===== config.mk =====
export PLATFORM = sky130hd
export DESIGN_NAME = network_ctrl_top
export DESIGN_NICKNAME = d
export VERILOG_FILES = /design/src/source/net_stat_pkg.sv /design/src/source/net_types_pkg.sv /design/src/source/net_ctrl_if.sv /design/src/source/network_ctrl_top.sv /design/src/source/arp_responder.sv /design/src/source/network_slice_array.sv /design/src/source/reg_slice.sv
export VERILOG_INCLUDE_DIRS = /design/src /design/src/source
export SDC_FILE = /design/constraint.sdc
export NUM_CORES = 1
export LEC_CHECK = 0
export BUFFER_PORTS_ARGS = -buffer_cell sky130_fd_sc_hd__buf_2
export CAP_MARGIN = 20
export CORE_UTILIZATION = 33
export CTS_CLUSTER_DIAMETER = 200
export DETAILED_ROUTE_END_ITERATION = 8
export MAX_ROUTING_LAYER = met4
export SKIP_LAST_GASP = 1
export SLEW_MARGIN = 25
export SYNTH_ARGS = -nofsm -noshare
export SYNTH_HDL_FRONTEND = slang
export SYNTH_SLANG_ARGS = --single-unit

===== constraint.sdc =====
create_clock -name aclk -period 12.8 [get_ports aclk]
set_clock_uncertainty 0.05 [all_clocks]
set_input_delay 1.92 -clock aclk [delete_from_list [all_inputs] [get_ports aclk]]
set_output_delay 1.92 -clock aclk [all_outputs]
set_load 0.01 [all_outputs]

===== src/source/net_config.svh =====
/*
 * Build-time constants for the network control path.
 * Included by packages and modules that need stage count, widths or the MAC prefix.
 */
`ifndef NET_CONFIG_SVH
`define NET_CONFIG_SVH

`default_nettype none

// Register slice depth per channel
`define NET_N_STAGES 2

// Address and identifier widths
`define NET_IP_BITS 32
`define NET_BOARD_BITS 8
`define NET_MAC_BITS 48

// Locally administered prefix for generated MACs
`define NET_MAC_OUI 24'h02_1a_4e

// Each statistics counter
`define NET_STAT_BITS 16

`default_nettype wire

`endif

===== src/source/net_stat_pkg.sv =====
/*
 * Statistics word reported by the network side.
 * Three wrapping counters packed into one word.
 */
`include "net_config.svh"
`default_nettype none

package net_stat_pkg;

  typedef logic [`NET_STAT_BITS-1:0] stat_cnt_t;

  // Request count sits in the top bits
  typedef struct packed {
    stat_cnt_t request_count;
    stat_cnt_t hit_count;
    stat_cnt_t miss_count;
  } net_stat_t;

endpackage

`default_nettype wire


===== src/source/net_types_pkg.sv =====
/*
 * ARP and addressing types shared by the control path.
 * Import where requests, replies or addresses are handled.
 */
`include "net_config.svh"
`default_nettype none

package net_types_pkg;

  // One IP address, seen as a word or as four octets
  // Octet 3 is the first octet in dotted notation
  typedef union packed {
    logic [`NET_IP_BITS-1:0] word;
    logic [`NET_IP_BITS/8-1:0][7:0] octets;
  } ip_addr_t;

  typedef logic [`NET_MAC_BITS-1:0] mac_addr_t;

  typedef logic [`NET_BOARD_BITS-1:0] board_num_t;

  // Lookup request carries only the target
  typedef struct packed {
    ip_addr_t target;
  } arp_request_t;

  // Reply echoes the target so it can be paired with its request
  typedef struct packed {
    logic hit;
    mac_addr_t mac;
    ip_addr_t target;
  } arp_reply_t;

endpackage

`default_nettype wire


===== src/source/net_ctrl_if.sv =====
/*
 * Control channels between user region and network stack.
 * User modport sends requests and settings, net modport answers.
 */
`timescale 1ns/1ps
`default_nettype none

interface net_ctrl_if
  import net_types_pkg::*, net_stat_pkg::*;
  ();

  // ARP lookup, user to network
  logic arp_req_valid;
  logic arp_req_ready;
  arp_request_t arp_req_data;

  // ARP reply, network to user
  logic arp_rsp_valid;
  logic arp_rsp_ready;
  arp_reply_t arp_rsp_data;

  // Local IP setting
  logic set_ip_valid;
  logic set_ip_ready;
  ip_addr_t set_ip_data;

  // Board number setting
  logic set_board_valid;
  logic set_board_ready;
  board_num_t set_board_data;

  // Free-running, no handshake
  net_stat_t net_stats;

  modport user (
    output arp_req_valid, arp_req_data, input arp_req_ready,
    input arp_rsp_valid, arp_rsp_data, output arp_rsp_ready,
    output set_ip_valid, set_ip_data, input set_ip_ready,
    output set_board_valid, set_board_data, input set_board_ready,
    input net_stats
  );

  modport net (
    input arp_req_valid, arp_req_data, output arp_req_ready,
    output arp_rsp_valid, arp_rsp_data, input arp_rsp_ready,
    input set_ip_valid, set_ip_data, output set_ip_ready,
    input set_board_valid, set_board_data, output set_board_ready,
    output net_stats
  );

endinterface

`default_nettype wire


===== src/source/network_ctrl_top.sv =====
/*
 * Control path top level with plain ports.
 * User ports cross the slice array into the ARP responder.
 */
`timescale 1ns/1ps
`default_nettype none

module network_ctrl_top
  import net_types_pkg::*, net_stat_pkg::*;
(
  input  logic         aclk,
  input  logic         reset,
  input  logic         arp_req_valid,
  output logic         arp_req_ready,
  input  arp_request_t arp_req_data,
  output logic         arp_rsp_valid,
  input  logic         arp_rsp_ready,
  output arp_reply_t   arp_rsp_data,
  input  logic         set_ip_valid,
  output logic         set_ip_ready,
  input  ip_addr_t     set_ip_data,
  input  logic         set_board_valid,
  output logic         set_board_ready,
  input  board_num_t   set_board_data,
  output net_stat_t    net_stats
);

  // User side of the slices, and slices to responder
  net_ctrl_if user_if ();
  net_ctrl_if net_if ();

  assign user_if.arp_req_valid   = arp_req_valid;
  assign user_if.arp_req_data    = arp_req_data;
  assign arp_req_ready           = user_if.arp_req_ready;
  assign arp_rsp_valid           = user_if.arp_rsp_valid;
  assign arp_rsp_data            = user_if.arp_rsp_data;
  assign user_if.arp_rsp_ready   = arp_rsp_ready;
  assign user_if.set_ip_valid    = set_ip_valid;
  assign user_if.set_ip_data     = set_ip_data;
  assign set_ip_ready            = user_if.set_ip_ready;
  assign user_if.set_board_valid = set_board_valid;
  assign user_if.set_board_data  = set_board_data;
  assign set_board_ready         = user_if.set_board_ready;
  assign net_stats               = user_if.net_stats;

  network_slice_array network_slice_array_inst (
    .aclk(aclk),
    .reset(reset),
    .user_side(user_if.net),
    .net_side(net_if.user)
  );

  arp_responder arp_responder_inst (
    .aclk(aclk),
    .reset(reset),
    .ctrl(net_if.net)
  );

endmodule

`default_nettype wire


===== src/source/arp_responder.sv =====
/*
 * Network-side ARP model for the control path.
 * Holds local IP and board number, answers lookups by subnet match, counts traffic.
 */
`timescale 1ns/1ps
`include "net_config.svh"
`default_nettype none

module arp_responder
  import net_types_pkg::*, net_stat_pkg::*;
(
  input  logic   aclk,
  input  logic   reset,
  net_ctrl_if.net ctrl
);

  // Address configuration
  ip_addr_t   local_ip;
  board_num_t board_num;

  // Single reply register
  logic       rsp_valid_q;
  arp_reply_t rsp_q;

  net_stat_t  stats_q;

  logic       req_fire;
  logic       lookup_hit;
  arp_reply_t rsp_next;

  // Settings are never back-pressured
  assign ctrl.set_ip_ready    = 1'b1;
  assign ctrl.set_board_ready = 1'b1;

  // Accept when reply slot empty or draining this cycle
  assign ctrl.arp_req_ready = !rsp_valid_q || ctrl.arp_rsp_ready;
  assign req_fire = ctrl.arp_req_valid && ctrl.arp_req_ready;

  // Same /24 as the local address
  assign lookup_hit = ctrl.arp_req_data.target.octets[3:1] == local_ip.octets[3:1];

  always_comb begin
    rsp_next.hit    = lookup_hit;
    rsp_next.target = ctrl.arp_req_data.target;
    if (lookup_hit) begin
      // OUI, board, then host part of the target
      rsp_next.mac = {`NET_MAC_OUI, board_num, ctrl.arp_req_data.target.octets[1:0]};
    end else begin
      rsp_next.mac = '0;
    end
  end

  always_ff @(posedge aclk) begin
    if (reset) begin
      local_ip.word <= '0;
      board_num     <= '0;
    end else begin
      if (ctrl.set_ip_valid) begin
        local_ip <= ctrl.set_ip_data;
      end
      if (ctrl.set_board_valid) begin
        board_num <= ctrl.set_board_data;
      end
    end
  end

  // Reply valid
  always_ff @(posedge aclk) begin
    if (reset) begin
      rsp_valid_q <= 1'b0;
    end else if (req_fire) begin
      rsp_valid_q <= 1'b1;
    end else if (ctrl.arp_rsp_ready) begin
      rsp_valid_q <= 1'b0;
    end
  end

  always_ff @(posedge aclk) begin
    if (req_fire) begin
      rsp_q <= rsp_next;
    end
  end

  // Counters wrap silently
  always_ff @(posedge aclk) begin
    if (reset) begin
      stats_q <= '0;
    end else if (req_fire) begin
      stats_q.request_count <= stats_q.request_count + 1'b1;
      if (lookup_hit) begin
        stats_q.hit_count <= stats_q.hit_count + 1'b1;
      end else begin
        stats_q.miss_count <= stats_q.miss_count + 1'b1;
      end
    end
  end

  assign ctrl.arp_rsp_valid = rsp_valid_q;
  assign ctrl.arp_rsp_data  = rsp_q;
  assign ctrl.net_stats     = stats_q;

endmodule

`default_nettype wire


===== src/source/network_slice_array.sv =====
/*
 * Register slice chain between user region and network stack.
 * Every channel crosses NET_N_STAGES slices; statistics ride a plain register chain.
 */
`timescale 1ns/1ps
`include "net_config.svh"
`default_nettype none

module network_slice_array
  import net_types_pkg::*, net_stat_pkg::*;
(
  input  logic   aclk,
  input  logic   reset,
  net_ctrl_if.net  user_side,
  net_ctrl_if.user net_side
);

  localparam int N = `NET_N_STAGES;

  // Stage 0 is where a channel enters, stage N where it leaves
  logic         req_valid [N+1];
  logic         req_ready [N+1];
  arp_request_t req_data  [N+1];

  logic         rsp_valid [N+1];
  logic         rsp_ready [N+1];
  arp_reply_t   rsp_data  [N+1];

  logic         ip_valid [N+1];
  logic         ip_ready [N+1];
  ip_addr_t     ip_data  [N+1];

  logic         board_valid [N+1];
  logic         board_ready [N+1];
  board_num_t   board_data  [N+1];

  wire net_stat_t stat_pipe [N+1];

  // Requests and settings enter from the user side
  assign req_valid[0]        = user_side.arp_req_valid;
  assign req_data[0]         = user_side.arp_req_data;
  assign user_side.arp_req_ready = req_ready[0];

  assign ip_valid[0]         = user_side.set_ip_valid;
  assign ip_data[0]          = user_side.set_ip_data;
  assign user_side.set_ip_ready = ip_ready[0];

  assign board_valid[0]      = user_side.set_board_valid;
  assign board_data[0]       = user_side.set_board_data;
  assign user_side.set_board_ready = board_ready[0];

  // and leave on the network side
  assign net_side.arp_req_valid = req_valid[N];
  assign net_side.arp_req_data  = req_data[N];
  assign req_ready[N]           = net_side.arp_req_ready;

  assign net_side.set_ip_valid  = ip_valid[N];
  assign net_side.set_ip_data   = ip_data[N];
  assign ip_ready[N]            = net_side.set_ip_ready;

  assign net_side.set_board_valid = board_valid[N];
  assign net_side.set_board_data  = board_data[N];
  assign board_ready[N]           = net_side.set_board_ready;

  // Replies and statistics run the other way
  assign rsp_valid[0]           = net_side.arp_rsp_valid;
  assign rsp_data[0]            = net_side.arp_rsp_data;
  assign net_side.arp_rsp_ready = rsp_ready[0];

  assign user_side.arp_rsp_valid = rsp_valid[N];
  assign user_side.arp_rsp_data  = rsp_data[N];
  assign rsp_ready[N]            = user_side.arp_rsp_ready;

  assign stat_pipe[0]        = net_side.net_stats;
  assign user_side.net_stats = stat_pipe[N];

  for (genvar i = 0; i < N; i++) begin : stage
    net_stat_t stat_q;

    reg_slice #(.WIDTH($bits(arp_request_t))) arp_req_slice_inst (
      .aclk(aclk), .reset(reset),
      .in_valid(req_valid[i]), .in_ready(req_ready[i]), .in_data(req_data[i]),
      .out_valid(req_valid[i+1]), .out_ready(req_ready[i+1]), .out_data(req_data[i+1])
    );

    reg_slice #(.WIDTH($bits(arp_reply_t))) arp_rsp_slice_inst (
      .aclk(aclk), .reset(reset),
      .in_valid(rsp_valid[i]), .in_ready(rsp_ready[i]), .in_data(rsp_data[i]),
      .out_valid(rsp_valid[i+1]), .out_ready(rsp_ready[i+1]), .out_data(rsp_data[i+1])
    );

    reg_slice #(.WIDTH($bits(ip_addr_t))) set_ip_slice_inst (
      .aclk(aclk), .reset(reset),
      .in_valid(ip_valid[i]), .in_ready(ip_ready[i]), .in_data(ip_data[i]),
      .out_valid(ip_valid[i+1]), .out_ready(ip_ready[i+1]), .out_data(ip_data[i+1])
    );

    reg_slice #(.WIDTH($bits(board_num_t))) set_board_slice_inst (
      .aclk(aclk), .reset(reset),
      .in_valid(board_valid[i]), .in_ready(board_ready[i]), .in_data(board_data[i]),
      .out_valid(board_valid[i+1]), .out_ready(board_ready[i+1]),
      .out_data(board_data[i+1])
    );

    // Stats always move, zero out of reset
    always_ff @(posedge aclk) begin
      if (reset) begin
        stat_q <= '0;
      end else begin
        stat_q <= stat_pipe[i];
      end
    end

    assign stat_pipe[i+1] = stat_q;
  end

endmodule

`default_nettype wire


===== src/source/reg_slice.sv =====
/*
 * Valid/ready register slice with a skid entry.
 * One cycle latency, full throughput, ready comes straight from a flop.
 */
`timescale 1ns/1ps
`default_nettype none

module reg_slice #(
  parameter int WIDTH = 32
) (
  input  logic             aclk,
  input  logic             reset,
  input  logic             in_valid,
  output logic             in_ready,
  input  logic [WIDTH-1:0] in_data,
  output logic             out_valid,
  input  logic             out_ready,
  output logic [WIDTH-1:0] out_data
);

  // Main entry drives the output
  logic             main_valid;
  logic [WIDTH-1:0] main_data;

  // Skid entry catches the item accepted while the output stalls
  logic             skid_valid;
  logic [WIDTH-1:0] skid_data;

  logic main_free;

  // Main can take a new item when empty or being drained
  assign main_free = out_ready || !main_valid;

  // Only a full skid entry blocks the input
  assign in_ready = !skid_valid;

  always_ff @(posedge aclk) begin
    if (reset) begin
      main_valid <= 1'b0;
      skid_valid <= 1'b0;
    end else if (main_free) begin
      if (skid_valid) begin
        // Drain skid first, input is blocked this cycle
        main_valid <= 1'b1;
        skid_valid <= 1'b0;
      end else begin
        main_valid <= in_valid;
      end
    end else if (in_valid && in_ready) begin
      skid_valid <= 1'b1;
    end
  end

  // Payload path, no reset
  always_ff @(posedge aclk) begin
    if (main_free) begin
      if (skid_valid) begin
        main_data <= skid_data;
      end else if (in_valid) begin
        main_data <= in_data;
      end
    end else if (in_valid && in_ready) begin
      skid_data <= in_data;
    end
  end

  assign out_valid = main_valid;
  assign out_data  = main_data;

endmodule

`default_nettype wire


==> results.txt <==
Counting every sink on the clock net gives 666. The core area is 0.0716 sq mm. The post-CTS clock slew at the launch and capture registers of the worst setup and hold paths came out at 60 ps. The timing-limited maximum frequency came out at 0.268 GHz. At the end of routability-driven placement, the weighted congestion stood at 0.747. For this design, the slowest cell found on the critical path is dfxtp_2. The tightest min-delay check is of the reg -> reg type. Across the run, the number of max-cap violations was 0. The type of destination of the critical path is an output port.

Data arrives at the worst endpoint at 1760 ps. The initial antenna violation count came out at 4. The first global-routing pass estimated 68.0 mm of wire. Dividing the final minimum period by the clock period gives 29.1%.

Post-detailed-placement half-perimeter wirelength: 28.1 mm. Global routing used 12.3% of the available tracks. The die is 271 microns wide.

Including well taps, the total number of placed cells is 2469. The per-cell routed wire length was 16.9 microns. Headroom to the max-slew limit came out at 41.3%. The routed design has 43.8 mm of wire. Summing all non-filler instances in the final layout gives an area of 0.0277 sq mm. The end-of-flow core utilization is 38.7%. In this run the cell area measured after placement is 0.0254 sq mm. In this run, synthesis inferred 477 flip-flops with an integrated enable.

For this block, the via count after detailed routing is 11400. Yosys printed 0 warnings. The async set or reset register ratio after synthesis was 0%.

The floorplan step set the die height to 271 microns. The power density normalized to cell area came out at 160 mW/mm^2. The die covers 0.0735 sq mm. The netlist uses 37 different library cells.

The total of endpoints with negative setup slack in the final report is 0. The number of hold-slack violations in the final timing report is 0, and the post-synthesis instance total is 1445. The post-route netlist has 32.4% of its cells at a drive strength greater than 1. The leakage power was 9.70 nW. The summed negative setup slack over all endpoints came out at 0 ps. The largest net degree at the start of global routing is 121. For this run, the slowest stage of the critical path takes 890 ps. Summed over all layers, the global routing overflow is 0.

For the synthesized area, the log shows 0.0239 sq mm. Setup repair after global routing left no endpoint under its margin. Post-detailed-route via-to-cell ratio: 4.40. The tree is rooted in a clkbuf_16.

TritonCTS built the clock tree. The setup path with the least slack is of type reg -> out. Summing the sequential cell areas from Yosys gives 75.8% of the chip area. The average instance area after synthesis was 16.5 sq um; the maximum fanout along the worst path was 35.

The tools report the DRC violation count after routing as 0. Once the clock tree was built, the setup fixing pass inserted 0 buffers. The H-tree generated during clock tree synthesis spans 3 levels. The tools report the remaining number of nets flagged by the antenna check after routing as 0. Walking the worst path, the cells encountered are inv_1, buf_2. The detailed router finished its first iteration with 666 violations. At the worst endpoint, the required time is 10830 ps. Gates resized during post-CTS repair numbered 0. In this run, CTS created clock tree buffers numbering 69.

In this run the register-to-register setup slack is 10180 ps. The slew of the pin with the lowest slew margin works out to 881 ps. The starting utilization of the core area is 33.4%. 211 I/O pins were placed.

For the worst-skew pair, the clock arrives at the later sink with an insertion delay of 600 ps. The net count of the finished layout is 1671. After floorplanning, the core was divided into 98 placement rows.

Measured in cells, the most critical reg-to-reg path has a length of 6. The count of port buffers added during placement was 184. Before antenna repair, the detailed router went through 5 iterations. The run finished with clean final reports. After layout, the minimum clock period comes to 3730 ps.

Most frequently used flop master after synthesis: edfxtp_1. The maximum root-to-sink buffer count is 3. Leaving out filler cells and counting taps, the final layout contains 2598. The worst IR drop on VDD is 89.2 uV.

The number of global-route vias before repair came out at 11700. The depth of the worst hold-timing path was 0. The synthesized design contains 666 register bits.

The kind of start point of the critical path was a register. The logs give 0 for the hold buffer count at cts and 0 for the max-slew violation count. Compared with the post-synthesis result, the final layout area differs by 15.8%.
power by group:
| group | switching [W] | total, W | internal [W] |
|---|---|---|---|
| clock network | 0.000826 | 0.00197 | 0.00114 |
| logic | 0.0000464 | 0.0000801 | 0.0000337 |
| registers | 0.0000246 | 0.00237 | 0.00235 |
| total | 0.000897 | 0.00442 | 0.00352 |
Yosys cell counts, drive strengths merged (12+ instances only):
cell type | instances | area, sq um
nor2b | 97 | 607
nand4 | 25 | 163
mux2i | 32 | 320
clkbuf | 46 | 173
dfxtp | 189 | 3780
xnor2 | 32 | 280
buf | 98 | 699
nand2 | 12 | 45.0
mux2 | 209 | 2350
nand3 | 22 | 110
edfxtp | 477 | 14300
and3 | 33 | 206
a21oi | 26 | 130
nor2 | 92 | 345
worst max-delay path: cells and delay by family (launching register included):
kind	cells	cell delay (ps)
DFF	1	890
buffers and inverters	2	240
worst paths after layout:
path                  from                               endpoint
hold / removal    register                               register
setup / recovery  register                          arp_req_ready
setup reg to reg  register  arp_responder_inst.ctrl.net_stats[30]
hold reg to reg   register                               register
layout by cell type (no fill, tap or decap), drive strengths merged, types with 3 or more instances in the layout:
cell type | Yosys | final
clkbuf | 46 | 98
a21oi | 26 | 26
nand4 | 25 | 25
conb | 2 | 18
edfxtp | 477 | 477
nor3b | 4 | 4
nor2 | 92 | 92
xnor2 | 32 | 32
nor4 | 5 | 5
or3 | 4 | 4
mux2 | 209 | 209
dfxtp | 189 | 189
nor3 | 10 | 10
clkinvlp | 0 | 3
and3 | 33 | 33
nand3 | 22 | 22
nor2b | 97 | 97
ha | 3 | 3
clkinv | 1 | 16
xor2 | 3 | 3
mux2i | 32 | 32
o21ai | 4 | 4
buf | 98 | 202
bufinv | 0 | 3
nand2 | 12 | 12
inv | 10 | 18
state kept, by name, summed over array words and instances, names as in the netlist, 8 cells and up, named ones only:
name                                                          count
arp_responder_inst.ctrl.arp_rsp_data                             57
network_slice_array_inst.stage.arp_req_slice_inst.out_data       64
network_slice_array_inst.stage.stat_q                            48
network_slice_array_inst.user_side.net_stats                     48
arp_responder_inst.local_ip                                      24
network_slice_array_inst.stage.arp_rsp_slice_inst.skid_data     114
network_slice_array_inst.stage.arp_req_slice_inst.skid_data      64
arp_responder_inst.board_num                                      8
network_slice_array_inst.stage.set_ip_slice_inst.out_data        48
network_slice_array_inst.stage.set_board_slice_inst.out_data     16
arp_responder_inst.ctrl.net_stats                                48
network_slice_array_inst.stage.arp_rsp_slice_inst.out_data      114
per-layer routing:
metal | vias up | GRT usage [%] | share of wire (%)
met5 | - | - | 0
met4 | 0 | 4.89 | 2.5
met3 | 80 | 2.15 | 4.2
met2 | 251 | 19.5 | 48
met1 | 5625 | 15.7 | 46
li1 | 5463 | - | -
stage by stage:
stage | hold WS, ps | power (W) | setup slack (ps)
2_1_floorplan | 350 | 0.00246 | 5890
3_3_place_gp | 361 | 0.00249 | 8600
3_5_place_dp | 355 | 0.00250 | 8810
4_1_cts | 364 | 0.00449 | 8960
5_1_grt | 370 | 0.00457 | 8920
6_report | 362 | 0.00442 | 9070
final cells by class:
cell class,instances,area (sq um)
multi-input cells,640,4990
inverters,11,41.3
clock buffers,98,1960
fillers,6603,43900
well taps,950,1190
flip-flops and latches,666,18100
clock inverters,29,295
diodes,2,5.00
repair buffers,202,1080
cell families after synthesis:
kind of cell	share of synthesized area (%)
muxes	11.2
AOI/OAI and AO/OA	0.801
DFF	75.8
other	0.0314
and+or+nand+nor	6.96
buffers and inverters	3.82
adders and majority gates	0.157
xor gates and xnor gates	1.28
(Power assumes the default switching activity.)
